===== config.mk =====
export PLATFORM = sky130hd
export DESIGN_NAME = uart_word_top
export DESIGN_NICKNAME = d
export VERILOG_FILES = /design/src/uart_word_pkg.sv /design/src/uart_rx.sv /design/src/word_packer.sv /design/src/word_fifo.sv /design/src/axil_word_regs.sv /design/src/uart_word_top.sv
export SDC_FILE = /design/constraint.sdc
export NUM_CORES = 1
export LEC_CHECK = 0
export ABC_AREA = 1
export BUFFER_PORTS_ARGS = -buffer_cell sky130_fd_sc_hd__buf_2
export CAP_MARGIN = 20
export CORE_UTILIZATION = 45
export CTS_BUF_LIST = sky130_fd_sc_hd__clkbuf_16
export DETAILED_ROUTE_END_ITERATION = 7
export PLACE_DENSITY_LB_ADDON = 0.3
export SETUP_SLACK_MARGIN = 0.05
export SLEW_MARGIN = 40
export SYNTH_ARGS = -nofsm -noshare
export SYNTH_HDL_FRONTEND = slang
export SYNTH_SLANG_ARGS = --single-unit

===== constraint.sdc =====
create_clock -name clk -period 3.9 [get_ports clk]
set_clock_uncertainty 0.2 [all_clocks]
set_input_delay 0.195 -clock clk [delete_from_list [all_inputs] [get_ports clk]]
set_output_delay 0.195 -clock clk [all_outputs]
set_load 0.01 [all_outputs]

===== src/uart_word_pkg.sv =====
package uart_word_pkg;

	typedef logic [31:0] word_t; // One assembled word

	typedef struct packed {
		logic [7:0] data;  // Received byte
		logic       frame_err; // Stop bit sampled low
	} rx_byte_t;

	typedef struct packed {
		logic [3:0]  awaddr;
		logic        awvalid;
		logic [31:0] wdata;
		logic [3:0]  wstrb;
		logic        wvalid;
		logic        bready;
		logic [3:0]  araddr;
		logic        arvalid;
		logic        rready;
	} axil_req_t; // Master to slave

	typedef struct packed {
		logic        awready;
		logic        wready;
		logic [1:0]  bresp;
		logic        bvalid;
		logic        arready;
		logic [31:0] rdata;
		logic [1:0]  rresp;
		logic        rvalid;
	} axil_rsp_t; // Slave to master

	localparam logic [1:0] RESP_OKAY   = 2'b00;
	localparam logic [1:0] RESP_SLVERR = 2'b10;

	localparam logic [3:0] REG_STATUS = 4'h0; // Read only
	localparam logic [3:0] REG_DATA   = 4'h4; // Pops FIFO on read
	localparam logic [3:0] REG_CTRL   = 4'h8; // Flag clears

	// Status word layout
	localparam int STAT_COUNT_LSB  = 0;
	localparam int STAT_COUNT_W    = 8;
	localparam int STAT_EMPTY      = 8;
	localparam int STAT_FULL       = 9;
	localparam int STAT_OVF        = 10;
	localparam int STAT_ERRCNT_LSB = 16;
	localparam int STAT_ERRCNT_W   = 8;

	localparam int CTRL_CLR_OVF = 0; // Clears sticky overflow
	localparam int CTRL_CLR_ERR = 1; // Clears framing-error count

endpackage


===== src/uart_rx.sv =====
`timescale 1ns/1ps

module uart_rx import uart_word_pkg::*; #(
	parameter int CLKS_PER_BIT = 8
) (
	input  logic     clk,
	input  logic     rst,
	input  logic     rx,
	output logic     byte_valid,
	output rx_byte_t byte_out,
	output logic     busy
);
	localparam int HALF = CLKS_PER_BIT / 2;
	localparam int CW   = (CLKS_PER_BIT > 1) ? $clog2(CLKS_PER_BIT) : 1;

	typedef enum logic [2:0] {
		S_IDLE,  // Line idle, waiting for edge
		S_START, // Recheck start bit at half period
		S_DATA,  // Eight data bits
		S_STOP,  // Stop bit sample
		S_TAIL   // Rest of stop bit
	} state_t;

	state_t        state;
	logic          rx_meta; // Synchronizer stage 1
	logic          rx_sync; // Synchronizer stage 2
	logic          rx_prev; // For edge detect
	logic [CW-1:0] clk_cnt;
	logic [2:0]    bit_idx;
	logic [7:0]    shift;
	logic          start_edge;
	logic          bit_mid;
	logic          stop_tick;

	assign start_edge = rx_prev & ~rx_sync; // High to low on the line
	assign bit_mid    = (clk_cnt == CW'(CLKS_PER_BIT - 1)); // Centre of data/stop bit
	assign stop_tick  = (state == S_STOP) && bit_mid;
	assign busy       = (state != S_IDLE);

	always_ff @(posedge clk or posedge rst) begin
		if (rst) begin
			rx_meta <= 1'b1; // Line idles high
			rx_sync <= 1'b1;
			rx_prev <= 1'b1;
		end else begin
			rx_meta <= rx;
			rx_sync <= rx_meta;
			rx_prev <= rx_sync;
		end
	end

	always_ff @(posedge clk or posedge rst) begin
		if (rst) begin
			state      <= S_IDLE;
			clk_cnt    <= '0;
			bit_idx    <= '0;
			byte_valid <= 1'b0;
		end else begin
			byte_valid <= stop_tick; // One cycle after stop sample
			clk_cnt    <= clk_cnt + 1'b1;
			case (state)
				S_IDLE: begin
					clk_cnt <= '0;
					if (start_edge) state <= S_START;
				end
				S_START: begin
					if (clk_cnt == CW'(HALF - 1)) begin
						clk_cnt <= '0;
						bit_idx <= '0;
						state   <= rx_sync ? S_IDLE : S_DATA; // Glitch goes back to idle
					end
				end
				S_DATA: begin
					if (bit_mid) begin
						clk_cnt <= '0;
						bit_idx <= bit_idx + 1'b1;
						if (bit_idx == 3'd7) state <= S_STOP;
					end
				end
				S_STOP: begin
					if (bit_mid) begin
						clk_cnt <= '0;
						state   <= S_TAIL;
					end
				end
				S_TAIL: begin
					if (start_edge) begin // Next frame started early
						clk_cnt <= '0;
						state   <= S_START;
					end else if (clk_cnt == CW'(HALF - 1)) begin
						state <= S_IDLE;
					end
				end
				default: state <= S_IDLE;
			endcase
		end
	end

	always_ff @(posedge clk) begin
		if (state == S_DATA && bit_mid) shift <= {rx_sync, shift[7:1]}; // LSB first
		if (stop_tick) begin
			byte_out.data      <= shift;
			byte_out.frame_err <= ~rx_sync; // Stop bit must be high
		end
	end

endmodule


===== src/word_packer.sv =====
`timescale 1ns/1ps

module word_packer import uart_word_pkg::*; (
	input  logic     clk,
	input  logic     rst,
	input  logic     byte_valid,
	input  rx_byte_t byte_in,
	output logic     word_valid,
	output word_t    word,
	output logic     frame_err_pulse
);
	logic [1:0] byte_cnt; // Lane select
	logic       good_byte;
	logic       bad_byte;

	assign good_byte = byte_valid & ~byte_in.frame_err;
	assign bad_byte  = byte_valid & byte_in.frame_err;

	always_ff @(posedge clk or posedge rst) begin
		if (rst) begin
			byte_cnt        <= '0;
			word_valid      <= 1'b0;
			frame_err_pulse <= 1'b0;
		end else begin
			word_valid      <= 1'b0;
			frame_err_pulse <= bad_byte;
			if (bad_byte) begin
				byte_cnt <= '0; // Partial word thrown away
			end else if (good_byte) begin
				byte_cnt <= byte_cnt + 1'b1; // Wraps to zero after fourth
				if (byte_cnt == 2'd3) word_valid <= 1'b1;
			end
		end
	end

	// First byte lands in 31:24, later bytes fill downward
	always_ff @(posedge clk) begin
		if (good_byte) begin
			case (byte_cnt)
				2'd0: word[31:24] <= byte_in.data;
				2'd1: word[23:16] <= byte_in.data;
				2'd2: word[15:8]  <= byte_in.data;
				default: word[7:0] <= byte_in.data;
			endcase
		end
	end

endmodule


===== src/word_fifo.sv =====
`timescale 1ns/1ps

module word_fifo import uart_word_pkg::*; #(
	parameter int FIFO_DEPTH = 4
) (
	input  logic                            clk,
	input  logic                            rst,
	input  logic                            push,
	input  word_t                           din,
	input  logic                            pop,
	output word_t                           dout,
	output logic                            empty,
	output logic                            full,
	output logic [$clog2(FIFO_DEPTH+1)-1:0] count,
	output logic                            overflow
);
	localparam int AW = (FIFO_DEPTH > 1) ? $clog2(FIFO_DEPTH) : 1;
	localparam int CW = $clog2(FIFO_DEPTH + 1);

	word_t         mem [FIFO_DEPTH]; // Storage, no reset
	logic [AW-1:0] wr_ptr;
	logic [AW-1:0] rd_ptr;
	logic          do_push;
	logic          do_pop;

	function automatic logic [AW-1:0] ptr_next(input logic [AW-1:0] ptr);
		if (ptr == AW'(FIFO_DEPTH - 1)) return '0; // Wrap for any depth
		return ptr + 1'b1;
	endfunction

	assign empty   = (count == '0);
	assign full    = (count == CW'(FIFO_DEPTH));
	assign do_pop  = pop & ~empty;
	assign do_push = push & (~full | pop); // Full push ok with pop
	assign dout    = mem[rd_ptr]; // Head word

	always_ff @(posedge clk or posedge rst) begin
		if (rst) begin
			wr_ptr   <= '0;
			rd_ptr   <= '0;
			count    <= '0;
			overflow <= 1'b0;
		end else begin
			overflow <= push & full & ~pop; // Dropped word
			if (do_push) wr_ptr <= ptr_next(wr_ptr);
			if (do_pop) rd_ptr <= ptr_next(rd_ptr);
			case ({do_push, do_pop})
				2'b10: count <= count + 1'b1;
				2'b01: count <= count - 1'b1;
				default: count <= count; // Both or neither
			endcase
		end
	end

	always_ff @(posedge clk) begin
		if (do_push) mem[wr_ptr] <= din;
	end

endmodule


===== src/axil_word_regs.sv =====
`timescale 1ns/1ps

module axil_word_regs import uart_word_pkg::*; #(
	parameter int FIFO_DEPTH = 4
) (
	input  logic                            clk,
	input  logic                            rst,
	input  axil_req_t                       axil_req,
	output axil_rsp_t                       axil_rsp,
	input  word_t                           fifo_word,
	input  logic                            fifo_empty,
	input  logic                            fifo_full,
	input  logic [$clog2(FIFO_DEPTH+1)-1:0] fifo_count,
	input  logic                            fifo_overflow,
	input  logic                            frame_err_pulse,
	output logic                            pop
);
	logic                     awready_q; // Also drives wready
	logic                     bvalid_q;
	logic [1:0]               bresp_q;
	logic                     arready_q;
	logic                     rvalid_q;
	logic [1:0]               rresp_q;
	word_t                    rdata_q;
	logic                     ovf_flag; // Sticky overflow
	logic [STAT_ERRCNT_W-1:0] err_cnt; // Saturating
	word_t                    status_word;
	logic                     wr_hs;
	logic                     rd_hs;
	logic                     ctrl_wr;
	logic [1:0]               wr_resp;
	logic [1:0]               rd_resp;
	word_t                    rd_data;

	assign wr_hs   = awready_q & axil_req.awvalid & axil_req.wvalid;
	assign rd_hs   = arready_q & axil_req.arvalid;
	assign ctrl_wr = wr_hs && (axil_req.awaddr == REG_CTRL) && axil_req.wstrb[0]; // Byte 0 only
	assign wr_resp = (axil_req.awaddr == REG_CTRL) ? RESP_OKAY : RESP_SLVERR;
	assign pop     = rd_hs && (axil_req.araddr == REG_DATA) && !fifo_empty; // Same edge as handshake

	always_comb begin
		status_word = '0;
		status_word[STAT_COUNT_LSB +: STAT_COUNT_W]   = STAT_COUNT_W'(fifo_count);
		status_word[STAT_EMPTY]                       = fifo_empty;
		status_word[STAT_FULL]                        = fifo_full;
		status_word[STAT_OVF]                         = ovf_flag;
		status_word[STAT_ERRCNT_LSB +: STAT_ERRCNT_W] = err_cnt;
	end

	// Read decode
	always_comb begin
		rd_data = '0;
		rd_resp = RESP_OKAY;
		case (axil_req.araddr)
			REG_STATUS: rd_data = status_word;
			REG_DATA: begin
				if (fifo_empty) rd_resp = RESP_SLVERR; // Zero data, no pop
				else rd_data = fifo_word;
			end
			REG_CTRL: rd_data = '0; // Clear bits read back as zero
			default: rd_resp = RESP_SLVERR;
		endcase
	end

	always_ff @(posedge clk or posedge rst) begin
		if (rst) begin
			awready_q <= 1'b0;
			bvalid_q  <= 1'b0;
			arready_q <= 1'b0;
			rvalid_q  <= 1'b0;
		end else begin
			// Write channel
			if (wr_hs) begin
				awready_q <= 1'b0; // One-cycle ready
				bvalid_q  <= 1'b1;
			end else if (!awready_q && axil_req.awvalid && axil_req.wvalid && !bvalid_q) begin
				awready_q <= 1'b1;
			end
			if (bvalid_q && axil_req.bready) bvalid_q <= 1'b0;
			// Read channel
			if (rd_hs) begin
				arready_q <= 1'b0;
				rvalid_q  <= 1'b1;
			end else if (!arready_q && axil_req.arvalid && !rvalid_q) begin
				arready_q <= 1'b1; // Only with no response pending
			end
			if (rvalid_q && axil_req.rready) rvalid_q <= 1'b0;
		end
	end

	// Response payload, held until ready
	always_ff @(posedge clk) begin
		if (wr_hs) bresp_q <= wr_resp;
		if (rd_hs) begin
			rdata_q <= rd_data;
			rresp_q <= rd_resp;
		end
	end

	always_ff @(posedge clk or posedge rst) begin
		if (rst) begin
			ovf_flag <= 1'b0;
			err_cnt  <= '0;
		end else begin
			if (fifo_overflow) ovf_flag <= 1'b1; // New drop wins over clear
			else if (ctrl_wr && axil_req.wdata[CTRL_CLR_OVF]) ovf_flag <= 1'b0;
			if (ctrl_wr && axil_req.wdata[CTRL_CLR_ERR]) err_cnt <= '0;
			else if (frame_err_pulse && err_cnt != '1) err_cnt <= err_cnt + 1'b1;
		end
	end

	always_comb begin
		axil_rsp.awready = awready_q;
		axil_rsp.wready  = awready_q; // Raised together with awready
		axil_rsp.bresp   = bresp_q;
		axil_rsp.bvalid  = bvalid_q;
		axil_rsp.arready = arready_q;
		axil_rsp.rdata   = rdata_q;
		axil_rsp.rresp   = rresp_q;
		axil_rsp.rvalid  = rvalid_q;
	end

endmodule


===== src/uart_word_top.sv =====
`timescale 1ns/1ps

module uart_word_top import uart_word_pkg::*; #(
	parameter int CLKS_PER_BIT = 8, // Serial bit period in clocks
	parameter int FIFO_DEPTH   = 4  // Words held for the host
) (
	input  logic      clk,
	input  logic      rst,
	input  logic      rx,
	input  axil_req_t axil_req,
	output axil_rsp_t axil_rsp
);
	localparam int CW = $clog2(FIFO_DEPTH + 1);

	logic          byte_valid;
	rx_byte_t      byte_out;
	logic          word_valid;
	word_t         word;
	logic          frame_err_pulse;
	word_t         fifo_dout;
	logic          fifo_empty;
	logic          fifo_full;
	logic [CW-1:0] fifo_count;
	logic          fifo_overflow;
	logic          pop;

	uart_rx #(
		.CLKS_PER_BIT(CLKS_PER_BIT)
	) rx_i (
		.clk       (clk),
		.rst       (rst),
		.rx        (rx),
		.byte_valid(byte_valid),
		.byte_out  (byte_out),
		.busy      () // Not needed by the register map
	);

	word_packer packer_i (
		.clk            (clk),
		.rst            (rst),
		.byte_valid     (byte_valid),
		.byte_in        (byte_out),
		.word_valid     (word_valid),
		.word           (word),
		.frame_err_pulse(frame_err_pulse)
	);

	word_fifo #(
		.FIFO_DEPTH(FIFO_DEPTH)
	) fifo_i (
		.clk     (clk),
		.rst     (rst),
		.push    (word_valid),
		.din     (word),
		.pop     (pop),
		.dout    (fifo_dout),
		.empty   (fifo_empty),
		.full    (fifo_full),
		.count   (fifo_count),
		.overflow(fifo_overflow)
	);

	axil_word_regs #(
		.FIFO_DEPTH(FIFO_DEPTH)
	) regs_i (
		.clk            (clk),
		.rst            (rst),
		.axil_req       (axil_req),
		.axil_rsp       (axil_rsp),
		.fifo_word      (fifo_dout),
		.fifo_empty     (fifo_empty),
		.fifo_full      (fifo_full),
		.fifo_count     (fifo_count),
		.fifo_overflow  (fifo_overflow),
		.frame_err_pulse(frame_err_pulse),
		.pop            (pop)
	);

endmodule


==> flow_summary.toml, run 1 <==
[synth]
synth-simple-area-share_pct = 13.3
synth_top_family_by_area = "simple AND/OR/NAND/NOR gates"
ys_types = 32
yosys-top-cells-area = "edfxtp_1 (65%), dfrtp_1 (9.0%), nand2_1 (4.9%)"
synth_warnings = 0
synth_top_area_share_pct = 64.9
synth_fa_ha_area_share_pct = 2.51
syn_area_per_cell_um2 = 12.8
yosysTopAreaCell = "edfxtp_1"
synthXorXnorAreaFrac_pct = 0.359
synth_edf_count = 211
synth_ff_type = "edfxtp_1"
synth_compound_area_share_pct = 4.88
async_reset_ff_share_pct = 15.3
yosysSeqAreaShare_pct = 74.6
ys_ff_latch = 249
syn_area_um2 = 9770
netlist_instances = 764
synth.mux.area_fraction_pct = 0

[global_routing]
grt_util_met2_pct = 28.6
grt_antenna_before_repair = 0
grt_pass1_wl_um = 28800
overflow = 0
grt_use_met1_pct = 22.4
grt_pass1_vias = 5575
grt_usage_pct = 16.9
grt_max_degree = 49
busiest_layer = "met2"
use_met3_pct = 2.78

[placed_design]
place_congestion = 0.804
port_buffers = 57
placed_area_um2 = 10300
dp_hpwl_um = 10500
dpl.cell_count = 1078

[route]
dr.pass1.iters = 4
postRouteAntennaNets = 0
drt-initial-drc-count = 284
vias = 5701
wl_um = 18100
drc = 0
viasPerCell = 4.99
post_drt_wl_per_cell_um = 15.8

[worst_hold_path]
hp-class = "primary input to async pin"

[cells_and_area]
final_cell_mix = "edfxtp_1 (211), nand2_1 (127), nor2_1 (102)"
final_common_cell = "edfxtp_1"
layout.nets = 923
n_antenna_cell = 0
drive_above_1_share_pct = 15.2
fin_area_um2 = 11400
final_cells = 1142
multi_input_area_um2 = 2080
seqCellArea_um2 = 7290
syn2layout_area_growth_pct = 16.5
fillers = 1735

[timing]
finalMaxSlewViolations = 0
relSlewSlack_pct = 50.9
max_clock_freq_ghz = 0.332
setup_viol = 0
tightest_slew_ns = 0.733
period_share_pct = 77.2
fin_crit_ns = 3.01
hold_viol = 0
final.setup.tns_ns = 0
rsz0062_at_grt = "false"

[clocking]
cts.sinks = 249
cts_resized = 0
post_cts_buffers = 0
cts_root_buffer = "clkbuf_16"
cts_buffers = 26
clk_path_buf_depth = 3
htreeDepth = 1
cts.clk_slew.worst_paths_ns = 0.06
cts_tree = "built"
worstSkewPairLatency_ns = 0.51

[setup_path]
critPathMaxFanout = 5
critPathRequiredTime_ns = 4.09
criticalPathCategory = "primary input to flip-flop"
critical_path_arrival_ns = 3.20
end_kind = "flip-flop"
crit_path_start_kind = "primary input"

[die]
die_x_um = 149
die_area_um2 = 22300
start_util_pct = 46.2
num_rows = 53
core_um2 = 21200
die_h_um = 149
pin_count = 93

[run_status]
status = "finished, final reports clean"

[power_and_ir_drop]
leakage_nw = 4.35
peakVddDrop_uv = 303
power.density_nw_per_um2 = 589

[run]
max-cap-violations = 0
==> final cells by class <==
cell class              count  share of cell area (%)
well taps                 275                    3.02
repair buffers             92                    5.28
inverters                  55                    1.81
clock buffers              27                    5.94
clock inverters            16                    1.57
flip-flops and latches    249                    64.1
multi-input cells         428                    18.3
==> layer usage <==
layer | wire length (um) | share of wire [%]
met5 | 0 | 0
met4 | 353 | 2.0
met3 | 811 | 4.5
met1 | 7820 | 43
met2 | 9110 | 50
==> final timing paths <==
path	startpoint	endpoint	slack, ns	cells after the start
min	rst	rx_i.bit_idx[1]	0.13	4
max in group asynchronous	rst	fifo_i.rd_ptr[0]	2.99	4
min in group clk	rx	rx_i.rx_meta	0.13	2
max	axil_req[3]	fifo_i.count[2]	0.89	14
max reg2reg	regs_i.arready_q	fifo_i.count[2]	1.31	11
min reg2reg	rx_i.rx_meta	rx_i.rx_sync	0.16	0
==> power by group <==
group	internal [mW]	switching, mW
logic	0.378	0.778
registers	3.00	0.0890
clock network	1.51	0.954
total	4.89	1.82
==> sequential cells by signal, summed over array words and instances (netlist names), 2 cells and up <==
name / cells
regs_i.rdata_q: 32
rx_i.clk_cnt: 3
packer_i.byte_cnt: 2
rx_i.bit_idx: 3
regs_i.err_cnt: 8
rx_i.byte_out: 9
rx_i.state: 3
packer_i.word: 32
fifo_i.wr_ptr: 2
fifo_i.count: 3
fifo_i.mem: 128
rx_i.shift: 8
fifo_i.rd_ptr: 2
==> per-stage QoR <==
stage / hold slack [ns] / setup WS (ns) / total power, mW / util (%)
3_3_place_gp: 0.101 / 1.34 / 4.25 / 48.7
4_1_cts: 0.106 / 0.950 / 6.77 / 53.8
2_1_floorplan: -0.000522 / 0.345 / 4.02 / -
5_1_grt: 0.106 / 0.745 / 7.05 / 53.8
6_report: 0.130 / 0.890 / 6.71 / 53.8
3_5_place_dp: 0.102 / 1.31 / 4.29 / 48.8
==> cells by family (layout without fill, tap and decap cells) <==
family,count (synthesis),count (layout)
buf+inv,88,190
other cells,1,2
simple gates,311,311
xor+xnor,4,4
compound gates,92,92
fa+ha+maj,19,19
flops,249,249
==> cell usage after synthesis (all sizes together) (2+ instances only) <==
cell type	n
a21oi	23
a31oi	2
buf	25
clkbuf	8
dfrtp	35
dfstp	3
edfxtp	211
ha	18
inv	55
nand2	131
nand3	61
nand3b	3
nand4	3
nor2	111
o21ai	64
or2	2
xor2	3
==> critical path, cell delays in order <==
cell and delay (ns):
dlygate4sd3_1 0.53, buf_2 0.13, nor2_4 0.19, dlygate4sd3_1 0.73, nand3_2 0.13, inv_2 0.07
nand2_1 0.09, inv_1 0.11, ha_1 0.15, inv_1 0.07, fa_1 0.38, a21oi_1 0.16
o21ai_0 0.12, xor2_1 0.16
==> timing repair <==
action | CTS | global route
endpoints found under the setup margin | 0 | 0
hold buffers | 21 | 0
endpoints found under the hold margin | 52 | 0
No activity file was read; power rests on OpenSTA's default activity.
==> run 2: changes to the inputs <==
==> constraint.sdc (replaced) <==
create_clock -name clk -period 2.9 [get_ports clk]
set_clock_uncertainty 0.2 [all_clocks]
set_input_delay 0.145 -clock clk [delete_from_list [all_inputs] [get_ports clk]]
set_output_delay 0.145 -clock clk [all_outputs]
set_load 0.01 [all_outputs]
==> run 2 against run 1 <==
Against the previous run:
- critical path depth fell by 5
- die area is the same
- wire length up 0.15%
- non-clock buffer count grew 3
- highest routed layer unchanged
==> flow_summary.toml, run 2 (same netlist as run 1, synthesis figures left out) <==
[route]
drc = 0
postRouteAntennaNets = 0
post_drt_wl_per_cell_um = 15.8
dr.pass1.iters = 5
wl_um = 18100
drt-initial-drc-count = 413
viasPerCell = 4.97
vias = 5716

[clocking]
cts_tree = "built"
clk_path_buf_depth = 3
htreeDepth = 1
worstSkewPairLatency_ns = 0.52
cts_buffers = 26
cts_resized = 0
cts.clk_slew.worst_paths_ns = 0.06
cts.sinks = 249
cts_root_buffer = "clkbuf_16"

[cells_and_area]
postLayoutCoreUtil_pct = 54.1
n_antenna_cell = 0
fillers = 1726
drive_above_1_share_pct = 16.5
final_cells = 1150
top_register = "fifo_i.mem"
final_common_cell = "edfxtp_1"
largest_register_ffs = 128
syn2layout_area_growth_pct = 17.1
layout.nets = 926
final_cell_mix = "edfxtp_1 (211), nand2_1 (127), nor2_1 (105)"
reg.largest.list = "fifo_i.mem: 128 flops, packer_i.word: 32 flops, regs_i.rdata_q: 32 flops"

[global_routing]
grt_pass1_wl_um = 28800
grt_antenna_before_repair = 0
grt_pass1_vias = 5617
grt_max_degree = 68
grt_usage_pct = 16.8
overflow = 0

[setup_path]
r2r_end = "fifo_i.count[2]"
critPathBufInv = 1
path_cells = "nor2_1, nand3_1, nand2_1, ha_1, inv_1, fa_1, a21oi_1, o21ai_0, xor2_1"
critPathMaxFanout = 7
critical_path_arrival_ns = 2.63
critPathRequiredTime_ns = 3.10
end_kind = "flip-flop"
slowest_stage = "dfrtp_1"
cpPeakStageDelay_ns = 0.41
cp_top_family = "simple AND/OR/NAND/NOR gates"
r2r-start = "fifo_i.count[0]"
r2r_cells = 9
criticalPathCategory = "flip-flop to flip-flop"
crit_path_start_kind = "flip-flop"
rrSetupSlack_ns = 0.47

[timing]
setup_viol = 0
max_clock_freq_ghz = 0.412
rsz0062_at_grt = "false"
hold_ws_ns = 0.0607
relSlewSlack_pct = 51.0
tightest_slew_ns = 0.732
finalMaxSlewViolations = 0
layout_setup_ws_ns = 0.472
fin_crit_ns = 2.43
hold_viol = 0
period_share_pct = 83.7

[die]
pin_count = 93
die_area_um2 = 22300
die_h_um = 149
start_util_pct = 46.2
num_rows = 53
core_um2 = 21200
die_x_um = 149

[run]
max-cap-violations = 0

[power_and_ir_drop]
power.density_nw_per_um2 = 792
sw_frac_of_total_pct = 28.3
p_clk_share_pct = 36.9
finalPower_mw = 9.05
leakage_nw = 4.36
peakVddDrop_uv = 502
internal_power_mw = 6.49
power_switching_mw = 2.56
combPwrFrac_pct = 17.6
seqPwrFrac_pct = 45.4

[placed_design]
dp_hpwl_um = 10400
detailedPlace.worstSlack_ns = 0.476
dpl.cell_count = 1080
port_buffers = 57
place_congestion = 0.824

[worst_hold_path]
hold_path_depth = 2
hold-path-endpoint = "rx_i.rx_meta"
hp-class = "primary input to flip-flop"
worstHoldStart = "rx"

[run_status]
status = "finished, final reports clean"
[run 2: changes by cell type in the layout (fill, tap and decap cells not counted), sizes merged]
cell / before / now
dlygate4sd3: 21 / 22
bufinv: 4 / 3
clkbuf: 27 / 26
clkinvlp: 1 / 5
inv: 58 / 56
clkinv: 8 / 13
buf: 71 / 73
[run 2: power groups by stage]
stage	combinational, mW	clock, mW	sequential, mW
after global routing	1.83	3.55	4.13
after global placement	1.54	0	4.18
final	1.59	3.34	4.11
after floorplan	1.18	0	4.23
after detailed placement	1.58	0	4.19
after CTS	1.61	3.41	4.12
[run 2: worst max path at each step]
stage	startpoint	end	slack, ns	cells past startpoint
finish	fifo_i.count[0]	fifo_i.count[2]	0.47	9
global route	fifo_i.count[0]	fifo_i.count[2]	0.25	9
CTS	fifo_i.count[0]	fifo_i.count[2]	0.46	9
floorplan	regs_i.arready_q	fifo_i.mem[0][0]	-0.17	6
global placement	fifo_i.count[0]	fifo_i.count[2]	0.52	9
detailed placement	fifo_i.count[0]	fifo_i.count[2]	0.48	9
[run 2: area by class of cell]
cell class / instances / area, um2 / area share [%]
multi-input combinational: 428 / 2080 / 18.2
clock buffer: 26 / 651 / 5.69
sequential: 249 / 7290 / 63.8
clock inverter: 22 / 238 / 2.08
tap: 275 / 344 / 3.01
inverter: 55 / 208 / 1.82
timing repair buffer: 95 / 626 / 5.47
[run 2: per-layer routing]
| metal | wire length [um] | global-route usage, % | vias up |
|---|---|---|---|
| li1 | - | - | 2805 |
| met1 | 7860 | 21.8 | 2752 |
| met2 | 9130 | 29.2 | 127 |
| met3 | 767 | 2.23 | 32 |
| met4 | 366 | 5.61 | 0 |
| met5 | 0 | 0 | - |
[run 2: what timing repair did]
item | 4_1_cts | 5_1_grt
setup buffers | 0 | 0
hold buffers | 22 | 0
endpoints found under the setup margin | 0 | 0
hold endpoints to repair | 53 | 0
[run 2: per-stage QoR]
stage / instance area, um2 / setup TNS, ns
after floorplan: 9780 / -22.15
after global placement: 10300 / 0
after detailed placement: 10300 / 0
after CTS: 11400 / 0
after global routing: 11400 / 0
final: 11400 / 0
